===== config.mk =====
export PLATFORM = sky130hd
export DESIGN_NAME = command_sequencer
export DESIGN_NICKNAME = d
export VERILOG_FILES = /design/src/cu_cache_pkg.sv /design/src/command_sequencer.sv
export SDC_FILE = /design/constraint.sdc
export NUM_CORES = 1
export LEC_CHECK = 0
export BUFFER_PORTS_ARGS = -buffer_cell sky130_fd_sc_hd__buf_2
export CAP_MARGIN = 0
export CORE_AREA = 2 2 74 76
export DETAILED_ROUTE_END_ITERATION = 6
export DIE_AREA = 0 0 76 78
export PLACE_DENSITY_LB_ADDON = 0.25
export RECOVER_POWER = 50
export SYNTH_ARGS = -nofsm -noshare
export SYNTH_HDL_FRONTEND = slang
export SYNTH_SLANG_ARGS = --single-unit
export TNS_END_PERCENT = 30

===== constraint.sdc =====
create_clock -name ap_clk -period 0.8 [get_ports ap_clk]
set_input_delay 0.12 -clock ap_clk [delete_from_list [all_inputs] [get_ports ap_clk]]
set_output_delay 0.12 -clock ap_clk [all_outputs]
set_load 0.1 [all_outputs]

===== src/cu_cache_pkg.sv =====
package cu_cache_pkg;

  // --------------------------------------------------
  // Widths
  // --------------------------------------------------
  // Data word and its byte strobes
  localparam int WORD_W = 32;
  localparam int STRB_W = WORD_W / 8;

  // Byte address formed from base plus offset
  localparam int ADDR_W   = 32;
  localparam int OFFSET_W = 16;
  localparam int ID_W     = 8;

  // --------------------------------------------------
  // Sizes
  // --------------------------------------------------
  // On-chip word store
  localparam int STORE_INDEX_W = 8;
  localparam int STORE_WORDS   = 256;

  // Request and response queues
  localparam int FIFO_DEPTH       = 16;
  localparam int FIFO_PROG_THRESH = 12;

  // --------------------------------------------------
  // Types
  // --------------------------------------------------
  typedef enum logic {
    CMD_READ  = 1'b0,
    CMD_WRITE = 1'b1
  } cmd_e;

  // Request as seen by the word store
  typedef struct packed {
    cmd_e                     cmd;
    logic [ID_W-1:0]          id;
    logic [STORE_INDEX_W-1:0] index;
    logic [WORD_W-1:0]        wdata;
    logic [STRB_W-1:0]        wstrb;
  } cache_req_t;

  // Response handed back to the consumer
  typedef struct packed {
    cmd_e            cmd;
    logic [ID_W-1:0] id;
    logic [WORD_W-1:0] data;
  } mem_resp_t;

  // Command sequencer states
  typedef enum logic {
    SEQ_RESET = 1'b0,
    SEQ_READY = 1'b1
  } seq_state_e;

endpackage : cu_cache_pkg


===== src/command_sequencer.sv =====
module command_sequencer (
  input  logic                               ap_clk,
  input  logic                               areset_control,
  input  logic                               descriptor_ready_i,
  input  cu_cache_pkg::cache_req_t           req_head_i,
  input  logic                               req_valid_i,
  input  logic                               resp_prog_full_i,
  input  logic                               store_ready_i,
  input  logic                               store_rvalid_i,
  input  logic [cu_cache_pkg::WORD_W-1:0]    store_rdata_i,
  output logic                               req_pop_o,
  output logic                               resp_push_o,
  output cu_cache_pkg::mem_resp_t            resp_o,
  output logic                               store_valid_o,
  output cu_cache_pkg::cache_req_t           store_req_o
);

  // --------------------------------------------------
  // State register
  // --------------------------------------------------
  cu_cache_pkg::seq_state_e state_q;
  cu_cache_pkg::seq_state_e state_d;

  // All issue conditions except the state
  logic head_ok;
  logic head_is_write;

  always_ff @(posedge ap_clk) begin
    if (areset_control) begin
      state_q <= cu_cache_pkg::SEQ_RESET;
    end else begin
      state_q <= state_d;
    end
  end

  // One cycle in reset, then ready for good
  always_comb begin
    state_d = state_q;
    case (state_q)
      cu_cache_pkg::SEQ_RESET: state_d = cu_cache_pkg::SEQ_READY;
      cu_cache_pkg::SEQ_READY: state_d = cu_cache_pkg::SEQ_READY;
      default:                 state_d = cu_cache_pkg::SEQ_RESET;
    endcase
  end

  // --------------------------------------------------
  // Issue rule
  // --------------------------------------------------
  assign head_ok = req_valid_i & ~resp_prog_full_i & descriptor_ready_i & store_ready_i;
  assign head_is_write = (req_head_i.cmd == cu_cache_pkg::CMD_WRITE);

  always_comb begin
    store_valid_o = 1'b0;
    req_pop_o     = 1'b0;
    resp_push_o   = 1'b0;
    case (state_q)
      cu_cache_pkg::SEQ_READY: begin
        if (store_rvalid_i) begin
          // Read word is back, retire the head
          req_pop_o   = 1'b1;
          resp_push_o = 1'b1;
        end else if (head_ok) begin
          store_valid_o = 1'b1;
          // Writes retire in the issue cycle
          req_pop_o     = head_is_write;
          resp_push_o   = head_is_write;
        end
      end
      default: begin
        store_valid_o = 1'b0;
      end
    endcase
  end

  // --------------------------------------------------
  // Store request and response payload
  // --------------------------------------------------
  always_comb begin
    store_req_o       = req_head_i;
    // Reads never carry strobes
    store_req_o.wstrb = req_head_i.wstrb & {cu_cache_pkg::STRB_W{head_is_write}};
  end

  assign resp_o.cmd  = req_head_i.cmd;
  assign resp_o.id   = req_head_i.id;
  // Read data on rvalid, echoed write data otherwise
  assign resp_o.data = store_rvalid_i ? store_rdata_i : req_head_i.wdata;

endmodule : command_sequencer


==> run_results.csv <==
group,metric,value,unit
timing,slew-limit-headroom,0.796,
logic_synthesis,yosysTopAreaCellShare,0.419,
setup_path,crit_type,"in2out",
grt,grt_max_degree,11,
timing,period_share,1.33,
pwr,power_frac_comb,0.985,
setup_path,arrival,940,ps
detailed_routing,firstDrtPassIters,3,
finish,area_growth,172,%
grt,grt_util_met1,0.111,
setup_path,critPathTopFamily,"buffers and inverters",
detailed_routing,ant_nets,0,
timing,rsz0062_at_grt,"true",
grt,grt_pass1_wl,6290,um
grt,grt_pass1_vias,1274,
detailed_routing,via_count,1154,
detailed_routing,vias_per_cell,3.86,
finish,final_area,2870,um2
place,post_dp_cell_area,2770,um2
detailed_routing,wirelength,4250,um
status,status,"finished, violations left",
setup_path,cp.required,680,ps
detailed_routing,wl_per_cell,14.2,um
logic_synthesis,avgSynthCellArea,9.97,um2
grt,use_met2,0.283,
floorplanning,rows,26,
pwr,p_int,1.43,mW
finish,drive_gt1_frac,0.978,
finish,reg_top3,"state_q (1)",
grt,grtUsageTotal,0.130,
flow_run,maxCapViolations,0,
logic_synthesis,ys_seq_elements,1,
timing,period_needed,1060,ps
setup_path,cp_slowest_stage_delay,210,ps
grt,antenna_found_initial,0,
grt,grt_use_met3,0.0500,
logic_synthesis,syn-instance-count,106,
pwr,ir_drop,0.000690,V
timing,worst_pin_slew,308,ps
pwr,power_density,1250,nW/um2
setup_path,cp-start-kind,"input pin",
timing,setup_viol,35,
pwr,power_switching,2.17,mW
hold_path,min_path_type,"in2out",
logic_synthesis,synth_warnings,0,
setup_path,cp_common_cell,"buf_6",
logic_synthesis,synthesis.nets,198,
grt,busiest_layer,"met2",
floorplanning,die_x,76,um
finish,top_register,"state_q",
floorplanning,dieArea,5930,um2
logic_synthesis,syn-cell-area,1060,um2
timing,clock.fmax,940,MHz
setup_path,path_buf_inv,3,
finish,utilization,0.569,
logic_synthesis,synth_seq_area_share,0.0189,
timing,fin_ws,-264,ps
pwr,p_leak,1.50,nW
finish,diodes,0,
floorplanning,start_util,0.210,
timing,maxSlewViolCount,0,
setup_path,cp_max_fo,2,
clock_tree,cts_hold_buffers,0,
detailed_routing,drt_iter0_markers,7,
place,gp_congestion,0.735,
place,io_buffers,148,
finish,largest_reg_flops,1,
timing,hold_slack,240,ps
logic_synthesis,synth_area_leader_cell,"buf_4",
floorplanning,core,5040,um2
floorplanning,ioPinCount,189,
pwr,p_clk_frac,0,
timing,hold_violations,0,
logic_synthesis,ys_types,12,
status,violations,"setup timing",
pwr,seq_power_share,0.015,
detailed_routing,drc,0,
finish,nets,323,
floorplanning,die_y,78,um
place,dp_hpwl,3750,um
grt,overflow,0,
pwr,power.share.switching,0.603,
setup_path,worstPathCellList,"buf_6 -> nand4b_1 -> buf_6 -> o21ai_4 -> buf_12",
setup_path,crit_path_end_kind,"output port",
setup_path,critPathSlowestCell,"o21ai_4",
logic_synthesis,synth.area.top_cells,"buf_4, mux2_4, buf_12, mux2_2, and2_1",
## cell families after synthesis
logic type | Yosys count | synth area share
AOI/OAI and AO/OA | 1 | 0.00473
buffers and inverters | 64 | 0.490
DFF | 1 | 0.0189
muxes | 32 | 0.440
and+or+nand+nor | 8 | 0.0462
## per-stage QoR
step / std cells / power, mW / setup TNS (ps) / worst slack, ps
after CTS: 297 / 3.65 / -7380 / -306
after global routing: 299 / 3.68 / -7920 / -342
after detailed placement: 294 / 3.56 / -10520 / -317
after floorplan: 106 / 2.84 / -5750 / -616
final: 299 / 3.60 / -7250 / -264
after global placement: 294 / 3.53 / -10070 / -301
## metal layers
layer  vias to the layer above  part of all wire
li1                        540                 -
met1                       522              0.28
met2                        86              0.59
met3                         6              0.12
met4                         0            0.0099
met5                         -                 0
## Yosys cell counts, drive strengths merged
master  instances
nand4b          1
inv             1
nor3b           1
o21ai           1
buf            63
and2            4
mux2           32
nand2           2
dfxtp           1
## power groups by stage
stage / logic, mW / registers (mW) / clock network, mW
finish: 3.54 / 0.0554 / 0
global route: 3.62 / 0.0556 / 0
CTS: 3.59 / 0.0554 / 0
detailed placement: 3.50 / 0.0554 / 0
floorplan: 2.79 / 0.0552 / 0
global placement: 3.48 / 0.0554 / 0
## layout by cell type, fill, tap and decap left out
cell	n
buf_2	73
clkbuf_4	5
and2_4	4
nor3b_4	1
mux2_4	32
nand2_1	2
inv_1	1
buf_12	69
buf_4	29
clkbuf_16	1
buf_16	4
nand4b_1	1
buf_6	5
dfxtp_1	1
o21ai_4	1
## layout make-up
type	instances	area [um2]
well taps	70	87.6
fillers	401	2170
flip-flops and latches	1	20.0
repair buffers	186	2190
inverters	1	3.75
multi-input cells	41	567
## final timing paths
kind | startpoint | to | slack, ps | depth (start not counted)
worst max-delay path | resp_prog_full_i | resp_push_o | -260 | 5
worst min-delay path | req_head_i[36] | store_req_o[36] | 240 | 0
## repair_timing
action                                  CTS  global route
endpoints found under the setup margin   39            41
gates cloned                              3             1
pin swaps                                 0             1
gates resized for setup                  17             3
buffers inserted                          0             1
(Power assumes the default switching activity.)
