**config.mk**
```make
export PLATFORM = sky130hd
export DESIGN_NAME = request_mapper
export DESIGN_NICKNAME = d
export VERILOG_FILES = /design/src/cu_cache_pkg.sv /design/src/request_mapper.sv
export SDC_FILE = /design/constraint.sdc
export NUM_CORES = 1
export LEC_CHECK = 0
export BUFFER_PORTS_ARGS = -buffer_cell sky130_fd_sc_hd__buf_2
export CORE_ASPECT_RATIO = 1.5
export CORE_MARGIN = 1.5
export CORE_UTILIZATION = 25
export DETAILED_ROUTE_END_ITERATION = 12
export GPL_ROUTABILITY_DRIVEN = 0
export PLACE_DENSITY = 0.57
export SLEW_MARGIN = 10
export SYNTH_ARGS = -nofsm -noshare
export SYNTH_HDL_FRONTEND = slang
export SYNTH_SLANG_ARGS = --single-unit
```
**constraint.sdc**
```tcl
create_clock -name ap_clk -period 3.05 [get_ports ap_clk]
set_input_delay 0.1525 -clock ap_clk [delete_from_list [all_inputs] [get_ports ap_clk]]
set_output_delay 0.1525 -clock ap_clk [all_outputs]
set_load 0.02 [all_outputs]
```
**src/cu_cache_pkg.sv**
```systemverilog
package cu_cache_pkg;

  // --------------------------------------------------
  // Widths
  // --------------------------------------------------
  // Data word and its byte strobes
  localparam int WORD_W = 32;
  localparam int STRB_W = WORD_W / 8;

  // Byte address formed from base plus offset
  localparam int ADDR_W   = 32;
  localparam int OFFSET_W = 16;
  localparam int ID_W     = 8;

  // --------------------------------------------------
  // Sizes
  // --------------------------------------------------
  // On-chip word store
  localparam int STORE_INDEX_W = 8;
  localparam int STORE_WORDS   = 256;

  // Request and response queues
  localparam int FIFO_DEPTH       = 16;
  localparam int FIFO_PROG_THRESH = 12;

  // --------------------------------------------------
  // Types
  // --------------------------------------------------
  typedef enum logic {
    CMD_READ  = 1'b0,
    CMD_WRITE = 1'b1
  } cmd_e;

  // Request as seen by the word store
  typedef struct packed {
    cmd_e                     cmd;
    logic [ID_W-1:0]          id;
    logic [STORE_INDEX_W-1:0] index;
    logic [WORD_W-1:0]        wdata;
    logic [STRB_W-1:0]        wstrb;
  } cache_req_t;

  // Response handed back to the consumer
  typedef struct packed {
    cmd_e            cmd;
    logic [ID_W-1:0] id;
    logic [WORD_W-1:0] data;
  } mem_resp_t;

  // Command sequencer states
  typedef enum logic {
    SEQ_RESET = 1'b0,
    SEQ_READY = 1'b1
  } seq_state_e;

endpackage : cu_cache_pkg

```
**src/request_mapper.sv**
```systemverilog
module request_mapper (
  input  logic                                 ap_clk,
  input  logic                                 areset_control,
  input  logic                                 descriptor_valid_i,
  input  logic [cu_cache_pkg::ADDR_W-1:0]      descriptor_base_i,
  input  logic                                 request_valid_i,
  input  cu_cache_pkg::cmd_e                   request_cmd_i,
  input  logic [cu_cache_pkg::ID_W-1:0]        request_id_i,
  input  logic [cu_cache_pkg::OFFSET_W-1:0]    request_offset_i,
  input  logic [cu_cache_pkg::WORD_W-1:0]      request_wdata_i,
  input  logic [cu_cache_pkg::STRB_W-1:0]      request_wstrb_i,
  output logic                                 descriptor_ready_o,
  output logic                                 push_o,
  output cu_cache_pkg::cache_req_t             push_req_o
);

  // --------------------------------------------------
  // Descriptor
  // --------------------------------------------------
  logic [cu_cache_pkg::ADDR_W-1:0] base_q;
  logic                            desc_valid_q;

  // Stage one holds the raw request
  logic                              s1_valid_q;
  cu_cache_pkg::cmd_e                s1_cmd_q;
  logic [cu_cache_pkg::ID_W-1:0]     s1_id_q;
  logic [cu_cache_pkg::OFFSET_W-1:0] s1_offset_q;
  logic [cu_cache_pkg::WORD_W-1:0]   s1_wdata_q;
  logic [cu_cache_pkg::STRB_W-1:0]   s1_wstrb_q;

  // Byte address of the stage one request
  logic [cu_cache_pkg::ADDR_W-1:0] byte_addr;

  assign descriptor_ready_o = desc_valid_q;
  assign byte_addr = base_q + {{(cu_cache_pkg::ADDR_W - cu_cache_pkg::OFFSET_W){1'b0}},
                               s1_offset_q};

  // Valid flag sticks until reset
  always_ff @(posedge ap_clk) begin
    if (areset_control) begin
      desc_valid_q <= 1'b0;
    end else if (descriptor_valid_i) begin
      desc_valid_q <= 1'b1;
    end
  end

  always_ff @(posedge ap_clk) begin
    if (descriptor_valid_i) begin
      base_q <= descriptor_base_i;
    end
  end

  // --------------------------------------------------
  // Two-stage pipeline
  // --------------------------------------------------
  always_ff @(posedge ap_clk) begin
    if (areset_control) begin
      s1_valid_q <= 1'b0;
      push_o     <= 1'b0;
    end else begin
      s1_valid_q <= request_valid_i;
      push_o     <= s1_valid_q;
    end
  end

  // Payload stages
  always_ff @(posedge ap_clk) begin
    s1_cmd_q    <= request_cmd_i;
    s1_id_q     <= request_id_i;
    s1_offset_q <= request_offset_i;
    s1_wdata_q  <= request_wdata_i;
    s1_wstrb_q  <= request_wstrb_i;
    push_req_o.cmd   <= s1_cmd_q;
    push_req_o.id    <= s1_id_q;
    // Drop the byte bits, keep the store index
    push_req_o.index <= byte_addr[$clog2(cu_cache_pkg::STRB_W) +: cu_cache_pkg::STORE_INDEX_W];
    push_req_o.wdata <= s1_wdata_q;
    push_req_o.wstrb <= s1_wstrb_q;
  end

endmodule : request_mapper

```
==> impl_metrics.py <==
metrics = {
    "outcome": {
        "status": "finished, final reports clean",
    },
    "sta": {
        "timing.final.crit_share_pct": 66.1,
        "max_freq_mhz": 496,
        "drv_slew": 0,
        "hold_viol_final": 0,
        "min_period_ns": 2.02,
        "rsz0062_at_grt": "false",
        "slew_headroom_pct": 74.6,
        "clock-skew-final_ns": 0.00478,
        "tns_ns": 0,
        "setup_viol": 0,
        "worstMarginPinSlew_ns": 0.375,
    },
    "clocking": {
        "clock_path_buffers": 2,
        "clk_pin_slew_ns": 0.05,
        "numCtsBuffers": 17,
        "clk_latency_ns": 0.39,
        "cts_sinks": 121,
        "cts_setup_buffers": 0,
        "cts_max_level": 4,
        "cts-root-buf": "clkbuf_16",
        "cts_tree": "done",
    },
    "power": {
        "peakVddDrop_mv": 0.563,
        "power_leakage_nw": 2.27,
        "power.density_nw_per_um2": 783,
        "p_total_w": 0.00389,
    },
    "floorplanning": {
        "fp.dieH_um": 136,
        "fp-row-count": 48,
        "start_util_pct": 25.7,
        "dieWidth_um": 91.6,
        "coreArea_um2": 11500,
        "ioPinCount": 152,
        "dieArea_um2": 12500,
    },
    "detailed_routing": {
        "drt-initial-drc-count": 59,
        "vias_per_cell": 3.73,
        "drt-pass1-iter-count": 4,
        "antenna_left": 0,
        "route.detailed.drc": 0,
        "post_drt_wl_per_cell_um": 11.1,
        "totalWireLength_mm": 6.12,
        "vias": 2050,
    },
    "synthesis": {
        "synth_common_cells": "dfxtp_1, edfxtp_1, ha_1",
        "synth_edf_count": 10,
        "synthDistinctLibCells": 30,
        "synth-seq-cells": 121,
        "syn_area_um2": 2940,
        "yosysWarnings": 0,
        "async_reset_ff_share_pct": 0,
        "synthCells": 177,
        "synth_top_cell_by_area": "dfxtp_1",
        "ys_top_cells_by_area": "dfxtp_1, edfxtp_1, ha_1, xnor2_1, or3_1",
        "syn_area_per_cell_um2": 16.6,
        "synth.top_cell.area_share_pct": 75.5,
        "synth.most_common_cell": "dfxtp_1",
        "syn_nets": 282,
        "synth_ff_type": "dfxtp_1",
        "ys_seq_area_share_pct": 85.7,
    },
    "min_path": {
        "hold_class": "in2reg",
    },
    "worst_setup_path": {
        "critical_path_required_ns": 3.33,
        "arrival_ns": 2.29,
        "end_kind": "flop",
        "path_class": "reg2reg",
        "critPathLaunchType": "flop",
        "cp_max_fo": 4,
    },
    "cells_and_area": {
        "num_antenna_cells": 0,
        "syn_to_final_growth_pct": 68.8,
        "fin_area_um2": 4970,
        "drive_gt1_share_pct": 39.3,
        "n_fill_cell": 1033,
        "nets": 491,
    },
    "global_routing": {
        "grt-ovfl-total": 0,
        "grt_max_degree": 17,
        "grtUsageTotal_pct": 10.2,
        "antenna_found_initial": 0,
        "grt_pass1_vias": 2209,
        "grt_pass1_wl_mm": 9.44,
    },
    "job": {
        "drv_cap": 0,
    },
    "place": {
        "placed_area_um2": 3750,
        "port_buffers": 123,
        "hpwlAfterDp_mm": 4.01,
    },
}
-- worst paths after layout --
check	endpoint	slack (ns)	cells after the start	start
worst min-delay path	base_q[4]	0.16	1	descriptor_valid_i
worst max-delay path	push_req_o[41]	1.03	5	base_q[2]
worst max register to register	push_req_o[41]	1.03	5	base_q[2]
worst min register to register	push_req_o[50]	0.32	0	s1_id_q[6]
-- worst max-delay path, stage by stage (launching register included) --
cell,delay [ns]
edfxtp_1,0.37
ha_1,0.23
or3_1,0.40
o2111a_2,0.30
or2_4,0.25
a311o_1,0.34
-- cells in the final DEF (no fill, tap or decap), types with 2 or more instances in the layout --
cell type      instances
buf_2                123
dfxtp_1              111
dlygate4sd3_1         67
clkbuf_16             18
edfxtp_1              10
ha_1                   8
nor2_1                 6
clkinv_2               5
or3_1                  4
xnor2_1                4
and2_1                 3
and3_1                 3
nand2_1                3
clkinvlp_4             3
xor2_1                 2
a21oi_1                2
nor3_1                 2
nor2b_1                2
clkbuf_8               2
inv_4                  2
-- power breakdown --
part	switching, W	internal [W]
Clock	0.000667	0.00112
Combinational	0.000182	0.000178
Sequential	0.0000244	0.00172
Total	0.000873	0.00302
-- per-stage QoR --
step	hold slack (ns)	util, %	setup slack (ns)	instances
global placement	0.256	32.7	1.07	450
global route	0.143	43.3	0.999	549
finish	0.156	43.3	1.03	549
CTS	0.141	43.3	1.03	549
floorplan	0.180	-	1.16	177
detailed placement	0.256	32.7	1.05	450
-- registers in the layout (all words and copies together), names as in the netlist --
register / flops
push_req_o: 53
push_o: 1
s1_id_q: 8
s1_offset_q: 10
s1_cmd_q: 1
base_q: 10
s1_valid_q: 1
s1_wdata_q: 32
descriptor_ready_o: 1
s1_wstrb_q: 4
-- timing repair --
| action | CTS | global route |
|---|---|---|
| resized for setup | 0 | 0 |
| hold buffers | 67 | 0 |
| hold endpoints to repair | 68 | 0 |
-- final cells by class --
class | count | area, um^2 | area share [%]
Multi-Input combinational cell | 55 | 418 | 8.41
Clock buffer | 21 | 482 | 9.70
Sequential cell | 121 | 2520 | 50.8
Clock inverter | 11 | 68.8 | 1.39
Tap cell | 150 | 188 | 3.78
Inverter | 1 | 3.75 | 0.0755
Timing Repair Buffer | 190 | 1290 | 25.9
-- cells by family (layout without fill, tap and decap cells) --
family	after synthesis	count (layout)	synth area share [%]
flip-flops	121	121	85.7
AND/OR/NAND/NOR	27	27	5.06
AO/OA/AOI/OAI	13	13	3.61
adder cells (fa/ha/maj)	8	8	3.40
XOR/XNOR	6	6	1.78
multiplexers	1	1	0.340
buffers and inverters	1	223	0.127
-- routing by layer --
metal	wire length, um	track usage [%]	vias up
li1	-	-	1018
met1	2110	8.38	958
met2	3450	18.4	65
met3	448	5.43	9
met4	110	6.86	0
met5	0	0	-
Note: power is estimated with default switching activity, not from simulation.
