===== config.mk =====
export PLATFORM = sky130hd
export DESIGN_NAME = sync_fifo
export DESIGN_NICKNAME = d
export VERILOG_FILES = /design/src/sync_fifo.sv
export SDC_FILE = /design/constraint.sdc
export NUM_CORES = 1
export LEC_CHECK = 0
export ABC_AREA = 1
export BUFFER_PORTS_ARGS = -buffer_cell sky130_fd_sc_hd__buf_2
export CORE_MARGIN = 5
export CORE_UTILIZATION = 45
export CTS_CLUSTER_SIZE = 24
export DETAILED_ROUTE_END_ITERATION = 8
export PLACE_DENSITY = 0.67
export SLEW_MARGIN = 10
export SYNTH_ARGS = -nofsm -noshare
export SYNTH_HDL_FRONTEND = slang
export SYNTH_SLANG_ARGS = --single-unit

===== constraint.sdc =====
create_clock -name ap_clk -period 4.7 [get_ports ap_clk]
set_input_delay 0.235 -clock ap_clk [delete_from_list [all_inputs] [get_ports ap_clk]]
set_output_delay 0.235 -clock ap_clk [all_outputs]
set_load 0.05 [all_outputs]

===== src/sync_fifo.sv =====
module sync_fifo #(
  parameter type payload_t   = logic,
  parameter int  DEPTH       = 16,
  parameter int  PROG_THRESH = 12
) (
  input  logic     ap_clk,
  input  logic     areset_control,
  input  logic     wr_en_i,
  input  payload_t din_i,
  input  logic     rd_en_i,
  output payload_t dout_o,
  output logic     valid_o,
  output logic     empty_o,
  output logic     full_o,
  output logic     prog_full_o
);

  // --------------------------------------------------
  // Storage and pointers
  // --------------------------------------------------
  payload_t                 mem_q [DEPTH];
  logic [$clog2(DEPTH)-1:0] wr_ptr_q;
  logic [$clog2(DEPTH)-1:0] rd_ptr_q;
  logic [$clog2(DEPTH):0]   count_q;

  logic do_write;
  logic do_read;

  // Push into a full FIFO is dropped
  assign do_write = wr_en_i & ~full_o;
  // Pop of an empty FIFO is ignored
  assign do_read  = rd_en_i & ~empty_o;

  // --------------------------------------------------
  // Status flags
  // --------------------------------------------------
  assign empty_o     = (count_q == '0);
  assign full_o      = (count_q == DEPTH);
  assign prog_full_o = (count_q >= PROG_THRESH);
  assign valid_o     = ~empty_o;

  // First word falls through
  assign dout_o = mem_q[rd_ptr_q];

  // Pointer and fill count
  always_ff @(posedge ap_clk) begin
    if (areset_control) begin
      wr_ptr_q <= '0;
      rd_ptr_q <= '0;
      count_q  <= '0;
    end else begin
      if (do_write) begin
        // Wrap at the last entry
        if (wr_ptr_q == DEPTH - 1) begin
          wr_ptr_q <= '0;
        end else begin
          wr_ptr_q <= wr_ptr_q + 1'b1;
        end
      end
      if (do_read) begin
        if (rd_ptr_q == DEPTH - 1) begin
          rd_ptr_q <= '0;
        end else begin
          rd_ptr_q <= rd_ptr_q + 1'b1;
        end
      end
      // Simultaneous push and pop keeps the level
      case ({do_write, do_read})
        2'b10:   count_q <= count_q + 1'b1;
        2'b01:   count_q <= count_q - 1'b1;
        default: count_q <= count_q;
      endcase
    end
  end

  // Payload array
  always_ff @(posedge ap_clk) begin
    if (do_write) begin
      mem_q[wr_ptr_q] <= din_i;
    end
  end

endmodule : sync_fifo


==> impl_metrics.yaml, run 1 <==
floorplan:
  die_height_um: 71.45
  start_util_pct: 46.41
  die_w_um: 71.45
  rows: 22
  dieArea_mm2: 0.005104
  core_area_mm2: 0.003661
  ios: 10
status:
  outcome: "finished clean"
cts:
  cts_made_buffers: 5
  cts_sinks: 33
  cts_setup_buffers: 0
  clock_latency_ns: 0.28
  clk_pin_slew_ns: 0.06
  hold_buffers: 0
  h-tree-depth: 2
  clock_path_buffers: 2
  cts_root_buf: "clkbuf_8"
  cts_tree: "yes"
  cts.repair.resized: 0
route:
  wl_per_cell_um: 11.00
  vias_per_cell: 4.774
  drtPass1Iterations: 4
  drtIter0Drc: 46
  vias: 1227
  postRouteAntennaNets: 0
  wirelength_mm: 2.826
  drc: 0
critical_path:
  path_class: "flop to flop"
  rr_worst_depth: 16
  critPathCaptureType: "flop"
  start_kind: "flop"
  r2r_slack_ns: 2.64
  cp_max_fo: 6
  reg2reg_to: "count_q[4]$_SDFFE_PP0P_"
  r2r_start: "count_q[0]$_SDFFE_PP0P_"
  worstSetupStartpoint: "count_q[0]$_SDFFE_PP0P_"
  cp.required_ns: 4.87
  critPathArrivalTime_ns: 2.23
timing:
  skew_ns: 0.003645
  rsz0062_at_grt: "false"
  setup-violations-final: 0
  slew_viol_final: 0
  worstMarginPinSlew_ns: 0.4359
  post-route-period-util_pct: 43.83
  period_minus_slack_ns: 2.060
  fmax_mhz: 485.4
  setup_tns_ns: 0
  relSlewSlack_pct: 70.90
  hold_violations: 0
synth:
  yosys_warnings: 0
  yosysTopAreaCellShare_pct: 28.28
  synth.avg_cell_area_um2: 8.713
  synthCells: 195
  ys_seq_elements: 33
  synth_area_leader_cell: "edfxtp_1"
  netlist_area_mm2: 0.001699
  ys_seq_area_share_pct: 48.31
  ys_types: 29
  synth_nets: 209
  synth_area_leaders: "edfxtp_1, dfxtp_1, nand2_1, ha_1, inv_1"
power_and_ir_drop:
  powerDensity_mw_per_mm2: 509.9
  leakage_nw: 0.8021
  peakVddDrop_v: 0.0002700
placement:
  hpwl_mm: 2.171
  gp_congestion: 0.9734
  dpl_cell_area_mm2: 0.001783
  io_buffer_count: 9
  dp_cells: 249
grt:
  antenna_found_initial: 0
  overflow: 0
  grt_use_total_pct: 12.57
  grt_pass1_wl_mm: 5.002
  grt_max_degree: 17
  grt_pass1_vias: 1196
cells_and_area:
  antenna_cells: 0
  fin_cells: 257
  layout.cells.most_common_list: "nand2_1, inv_1, nor2_1"
  postLayoutCellArea_mm2: 0.001866
  finalNetCount: 222
  final_common_cell: "nand2_1"
  drive_above_1_share_pct: 15.79
  syn_to_final_growth_pct: 9.794
worst_hold_path:
  hp-class: "primary input to flop"
  hold_depth: 2
  min_to: "wr_ptr_q[2]$_SDFFE_PP0P_"
  worstHoldStart: "areset_control"
run:
  max_cap_violations: 0
==> metal layers <==
metal | up-vias | part of all wire [%] | track usage [%]
li1 | 661 | - | -
met1 | 549 | 48 | 14.79
met2 | 11 | 46 | 20.51
met3 | 6 | 3.8 | 3.226
met4 | 0 | 2.1 | 7.516
met5 | - | 0 | 0
==> synthesized netlist by cell type (all sizes together) <==
cell type	instances
clkbuf	1
ha	9
buf	2
edfxtp	16
nand3b	2
nor2	23
nand3	16
nand2	36
o211ai	4
a21oi	15
nor3	2
xnor2	1
inv	32
nand4	2
dfxtp	17
o21bai	1
o21ai	13
xor2	3
==> power by group <==
| group | internal, W | switching [W] | total (W) | leakage (nW) |
|---|---|---|---|---|
| registers | 0.000339 | 0.0000495 | 0.000389 | 0.284 |
| logic | 0.000115 | 0.000252 | 0.000367 | 0.473 |
| clock network | 0.000102 | 0.0000929 | 0.000195 | 0.0450 |
==> cell families after synthesis <==
family / synth area share (%)
AOI/OAI and AO/OA: 10.68
xor gates and xnor gates: 2.062
adders and majority gates: 6.628
buffers and inverters: 8.762
DFF: 48.31
and+or+nand+nor: 23.56
==> area by class of cell <==
class                      count  area, um2
clock buffer                   6      72.57
clock inverter                 2      10.01
fill                         350       1795
inverter                      32      127.6
multi-input combinational    127      729.5
sequential                    33      820.8
tap                           48      60.06
timing repair buffer           9      45.04
==> through the flow <==
stage / hold WS [ns] / util [%] / power [W] / worst slack (ns)
after CTS: 0.2162 / 50.96 / 0.0009614 / 2.640
final: 0.2176 / 50.96 / 0.0009513 / 2.640
after detailed placement: 0.5108 / 48.70 / 0.0007661 / 2.671
after global placement: 0.5062 / 48.70 / 0.0007647 / 2.690
after floorplan: 0.2974 / - / 0.0006957 / 2.457
after global routing: 0.2323 / 50.96 / 0.001020 / 2.407
==> worst max-delay path: stages, from the launching register on <==
cell	delay, ns
dfxtp_1	0.37
nor2_4	0.14
nand4_2	0.13
nand2_4	0.13
inv_4	0.05
ha_1	0.26
nand2_1	0.10
inv_1	0.05
nor2_2	0.09
ha_1	0.15
inv_1	0.04
nand2_1	0.09
nand3_1	0.11
nand3_1	0.08
nand2_1	0.05
nor2_1	0.08
nor2_1	0.04
==> how the worst max path moves through the flow <==
stage                                    endpoint  slack [ns]  cells after the start
after global placement    count_q[4]$_SDFFE_PP0P_        2.69                     13
final                     count_q[4]$_SDFFE_PP0P_        2.64                     16
after global routing      count_q[4]$_SDFFE_PP0P_        2.41                     16
after CTS                 count_q[4]$_SDFFE_PP0P_        2.64                     16
after floorplan           count_q[4]$_SDFFE_PP0P_        2.46                     16
after detailed placement  count_q[4]$_SDFFE_PP0P_        2.67                     16
Power figures use the tool's default switching activity.
==> run 2, diff against run 1 <==
==> constraint.sdc (replaced) <==
create_clock -name ap_clk -period 2.1 [get_ports ap_clk]
set_input_delay 0.105 -clock ap_clk [delete_from_list [all_inputs] [get_ports ap_clk]]
set_output_delay 0.105 -clock ap_clk [all_outputs]
set_load 0.05 [all_outputs]
==> run 2 against run 1 <==
  * First-iteration DRC count fell by 26%
  * Sequential power up 130%
  * Flip-flop and latch count unchanged
  * Sequential share of layout area fell by 1.5 points
  * Largest power group is now combinational logic
  * Routed wire length grew 11%
  * Highest routed layer unchanged
  * Final area grew 4.2%
  * Largest cell class unchanged
  * Fmax increased by 4.4%
  * Via count is 4.0% higher
  * Clock power rose by 130%
  * Critical path type unchanged
  * Non-clock buffer count grew 5
==> impl_metrics.yaml, run 2 (same netlist as run 1, synthesis figures left out) <==
status:
  outcome: "finished clean"
route:
  drc: 0
  wirelength_mm: 3.125
  vias_per_cell: 4.870
  drtPass1Iterations: 4
  wl_per_cell_um: 11.93
  vias: 1276
  postRouteAntennaNets: 0
  drtIter0Drc: 34
floorplan:
  dieArea_mm2: 0.005104
  ios: 10
  die_height_um: 71.45
  rows: 22
  die_w_um: 71.45
  start_util_pct: 46.41
  core_area_mm2: 0.003661
timing:
  hold_violations: 0
  skew_ns: 0.006375
  setup-violations-final: 0
  relSlewSlack_pct: 71.84
  rsz0062_at_grt: "false"
  worstMarginPinSlew_ns: 0.4219
  period_minus_slack_ns: 1.973
  post-route-period-util_pct: 93.96
  slew_viol_final: 0
  setup_tns_ns: 0
  fmax_mhz: 506.8
grt:
  grt_pass1_vias: 1163
  met2_usage_pct: 22.35
  overflow: 0
  grt_use_total_pct: 12.78
  antenna_found_initial: 0
  grt_max_degree: 17
  met1_usage_pct: 14.47
  grt_pass1_wl_mm: 5.112
  grt_use_met3_pct: 3.927
  top_usage_layer: "met2"
power_and_ir_drop:
  p_total_w: 0.002260
  leakage_nw: 0.8252
  powerDensity_mw_per_mm2: 1162
  peakVddDrop_v: 0.0007739
cells_and_area:
  antenna_cells: 0
  layout.cells.most_common_list: "nand2_1, inv_1, nor2_1"
  ff_latch_area_um2: 825.8
  num-fill-cells: 350
  drive_above_1_share_pct: 21.50
  multi_input_area_um2: 765.7
  final_common_cell: "nand2_1"
  syn_to_final_growth_pct: 14.43
  finalNetCount: 227
cts:
  clock_path_buffers: 2
  hold_buffers: 0
  cts_sinks: 33
  clk_pin_slew_ns: 0.07
  clock_latency_ns: 0.28
  cts_root_buf: "clkbuf_8"
  cts_tree: "yes"
  h-tree-depth: 2
  cts_made_buffers: 5
critical_path:
  critPathArrivalTime_ns: 2.15
  cp_max_fo: 6
  cp.required_ns: 2.27
  path_class: "flop to flop"
  critPathCaptureType: "flop"
  start_kind: "flop"
worst_hold_path:
  hp-class: "primary input to flop"
placement:
  hpwl_mm: 2.286
  gp_congestion: 0.8506
  io_buffer_count: 9
run:
  max_cap_violations: 0
[run 2: per-stage QoR]
stage          std cells  utilization [%]  hold slack [ns]  instance area (um2)  setup WS [ns]
2_1_floorplan        195                -           0.1674                 1708        0.02536
5_1_grt              262            53.11           0.1069                 1944       0.004032
3_3_place_gp         251            49.35           0.3777                 1807         0.1560
6_report             262            53.11          0.09247                 1944         0.1268
4_1_cts              259            51.61          0.08864                 1889        0.06511
3_5_place_dp         251            49.35           0.3884                 1807        0.08128
[run 2: final cells by class]
class / instances / share of cell area [%]
Clock buffer: 6 / 3.732
Clock inverter: 2 / 0.5148
Inverter: 32 / 6.564
Multi-Input combinational cell: 127 / 39.38
Sequential cell: 33 / 42.47
Tap cell: 48 / 3.089
Timing Repair Buffer: 14 / 4.247
[run 2: report_power, final]
group | switching [W] | internal, W | leakage (nW) | total (W)
Clock | 0.000223 | 0.000229 | 0.0450 | 0.000453
Combinational | 0.000616 | 0.000313 | 0.495 | 0.000929
Sequential | 0.000113 | 0.000765 | 0.285 | 0.000878
[run 2: worst max-delay path: stages, from the launching register on]
cell     delay [ns]
dfxtp_4        0.36
nor2_4         0.15
nand4_4        0.12
nand2_4        0.12
inv_4          0.06
ha_4           0.16
nand2_1        0.07
inv_2          0.04
nor2_2         0.13
ha_2           0.17
inv_1          0.04
nand2_2        0.07
nand3_2        0.10
nand3_2        0.07
nand2_1        0.05
nor2_1         0.11
nor2_1         0.05
[run 2: what timing repair did]
item                       CTS  global route
setup endpoints to repair    0             2
gates resized for setup      0            10
buffers inserted             0             3
[run 2: final timing paths]
path | end | cells after the start | slack (ns) | startpoint
max reg2reg | count_q[4]$_SDFFE_PP0P_ | 16 | 0.13 | count_q[3]$_SDFFE_PP0P_
min | wr_ptr_q[2]$_SDFFE_PP0P_ | 2 | 0.09 | areset_control
max | count_q[4]$_SDFFE_PP0P_ | 16 | 0.13 | count_q[3]$_SDFFE_PP0P_
min reg2reg | count_q[0]$_SDFFE_PP0P_ | 1 | 0.50 | count_q[0]$_SDFFE_PP0P_
[run 2: routing by layer]
layer | routed length, um | vias up
met5 | 0 | -
met4 | 23 | 0
met2 | 1565 | 17
met1 | 1428 | 580
met3 | 109 | 2
li1 | - | 677
==> run 3, diff against run 2 <==
--- a/config.mk
+++ b/config.mk
@@ -12,6 +12,7 @@
 export CTS_CLUSTER_SIZE = 24
 export DETAILED_ROUTE_END_ITERATION = 8
 export PLACE_DENSITY = 0.67
+export SETUP_SLACK_MARGIN = 0.15
 export SLEW_MARGIN = 10
 export SYNTH_ARGS = -nofsm -noshare
 export SYNTH_HDL_FRONTEND = slang
==> run 3 against run 2 <==
  * Cell count grew 1.1%
  * Die area is the same
  * Critical path depth shrank 2
  * Clock skew shrank 0.00080 ns
  * Utilization grew 2.8 points
  * Fmax grew 3.0%
  * Combinational power grew 14%
  * Clock-buffer cell count grew 2
  * Flip-flop and latch count is the same
  * Register-to-register slack gained 0.06 ns
  * Critical path type unchanged
  * Worst hold slack lost 0.0015 ns
  * Routed wire length grew 6.6%
==> impl_metrics.yaml, run 3 (same netlist as run 1, synthesis figures left out) <==
route:
  drtIter0Drc: 80
  vias: 1290
  wl_per_cell_um: 12.57
  postRouteAntennaNets: 0
  drtPass1Iterations: 4
  drc: 0
  vias_per_cell: 4.868
  wirelength_mm: 3.332
cts:
  clock_latency_ns: 0.28
  h-tree-depth: 2
  clk_pin_slew_ns: 0.07
  cts_made_buffers: 5
  cts_sinks: 33
  hold_buffers: 0
  cts_root_buf: "clkbuf_8"
  cts_tree: "yes"
  clock_path_buffers: 2
critical_path:
  r2r_slack_ns: 0.19
  critPathArrivalTime_ns: 2.10
  critPathCaptureType: "flop"
  path_cells: "nor2_4 -> buf_4 -> nand4_4 -> nand2_4 -> ha_4 -> nand2_2 -> inv_2 -> nor2_4 -> ha_2 -> inv_2 -> nand2_4 -> xor2_1 -> o21ai_1 -> inv_1"
  cp.required_ns: 2.28
  crit_slowest_cell: "dfxtp_4"
  r2r_start: "count_q[0]$_SDFFE_PP0P_"
  cp_slowest_stage_delay_ns: 0.37
  start_kind: "flop"
  rr_worst_depth: 14
  path_class: "flop to flop"
  cp_max_fo: 6
  reg2reg_to: "count_q[2]$_SDFFE_PP0P_"
grt:
  grt_use_total_pct: 13.35
  grt_max_degree: 17
  overflow: 0
  antenna_found_initial: 0
  grt_pass1_vias: 1176
  grt_pass1_wl_mm: 5.319
timing:
  worstMarginPinSlew_ns: 0.4672
  relSlewSlack_pct: 68.81
  setup_tns_ns: 0
  hold_violations: 0
  fmax_mhz: 522.2
  post-route-period-util_pct: 91.18
  slew_viol_final: 0
  skew_ns: 0.005578
  setup-violations-final: 0
  setup_ws_ns: 0.1851
  rsz0062_at_grt: "true"
  period_minus_slack_ns: 1.915
placement:
  pre_cts_ws_ns: 0.1671
  gp_congestion: 0.8029
  hpwl_mm: 2.182
  io_buffer_count: 9
cells_and_area:
  final_common_cell: "nand2_1"
  layout.cells.most_common_list: "nand2_1, inv_1, nor2_1"
  utilization_pct: 55.91
  num-fill-cells: 337
  antenna_cells: 0
  drive_above_1_share_pct: 25.81
  finalNetCount: 230
  ff_latch_area_um2: 828.3
  multi_input_area_um2: 812.0
  syn_to_final_growth_pct: 20.47
floorplan:
  die_w_um: 71.45
  start_util_pct: 46.41
  core_area_mm2: 0.003661
  die_height_um: 71.45
  ios: 10
  rows: 22
  dieArea_mm2: 0.005104
worst_hold_path:
  min_to: "wr_ptr_q[2]$_SDFFE_PP0P_"
  hold_depth: 2
  worstHoldStart: "areset_control"
  hp-class: "primary input to flop"
status:
  outcome: "finished clean"
run:
  max_cap_violations: 0
power_and_ir_drop:
  powerDensity_mw_per_mm2: 1233
  peakVddDrop_v: 0.0007246
  leakage_nw: 0.8492
run 3: cell count changes in the layout (fill, tap and decap cells not counted), moves of 2 or more:
cell,previous run,this run
dfxtp_1,15,13
dfxtp_2,1,3
ha_1,7,5
buf_4,5,8
clkinv_2,2,0
run 3: critical path: cells and delay by family (launching register included):
kind / cells / cell delay (ns)
and+or+nand+nor: 6 / 0.47
buffers and inverters: 4 / 0.33
DFF: 1 / 0.37
AOI/OAI and AO/OA: 1 / 0.12
xor gates and xnor gates: 1 / 0.16
adders and majority gates: 2 / 0.35
run 3: power breakdown:
part / total (W) / switching [W] / internal [W]
logic: 0.00106 / 0.000672 / 0.000389
registers: 0.000897 / 0.000128 / 0.000770
clock network: 0.000566 / 0.000227 / 0.000339
total: 0.00252 / 0.00103 / 0.00150
run 3: worst max-delay path by stage:
stage                            startpoint                      end  slack (ns)
global route        count_q[0]$_SDFFE_PP0P_  count_q[2]$_SDFFE_PP0P_        0.08
global placement    count_q[2]$_SDFFE_PP0P_  count_q[2]$_SDFFE_PP0P_        0.20
CTS                 count_q[1]$_SDFFE_PP0P_  count_q[4]$_SDFFE_PP0P_        0.17
detailed placement  count_q[3]$_SDFFE_PP0P_  count_q[2]$_SDFFE_PP0P_        0.17
floorplan           count_q[3]$_SDFFE_PP0P_  count_q[4]$_SDFFE_PP0P_        0.13
finish              count_q[0]$_SDFFE_PP0P_  count_q[2]$_SDFFE_PP0P_        0.19
run 3: per-layer routing:
layer / vias up / track usage (%) / routed length [um]
li1: 680 / - / -
met5: - / 0 / 0
met4: 0 / 6.889 / 76
met3: 8 / 4.348 / 85
met1: 588 / 16.87 / 1545
met2: 14 / 20.31 / 1626
run 3: metrics by stage:
| stage | hold WS, ns | area, um2 | power, W | std cells |
|---|---|---|---|---|
| after floorplan | 0.1674 | 1725 | 0.001594 | 195 |
| after global placement | 0.3749 | 1809 | 0.001752 | 249 |
| after detailed placement | 0.3858 | 1809 | 0.001760 | 249 |
| after CTS | 0.08403 | 1928 | 0.002334 | 258 |
| after global routing | 0.09581 | 2047 | 0.002685 | 265 |
| final | 0.09100 | 2047 | 0.002525 | 265 |
run 3: area by class of cell:
| type | instances | share of cell area (%) |
|---|---|---|
| sequential | 33 | 40.46 |
| tap | 48 | 2.934 |
| clock buffer | 8 | 5.440 |
| timing repair buffer | 17 | 5.134 |
| multi-input combinational | 127 | 39.67 |
| inverter | 32 | 6.357 |
run 3: timing repair:
item                                    in CTS  in global routing
endpoints found under the setup margin       2                  2
buffers inserted                             1                  7
pin swaps                                    1                 10
gates resized for setup                      0                 18
gates cloned                                 0                  0
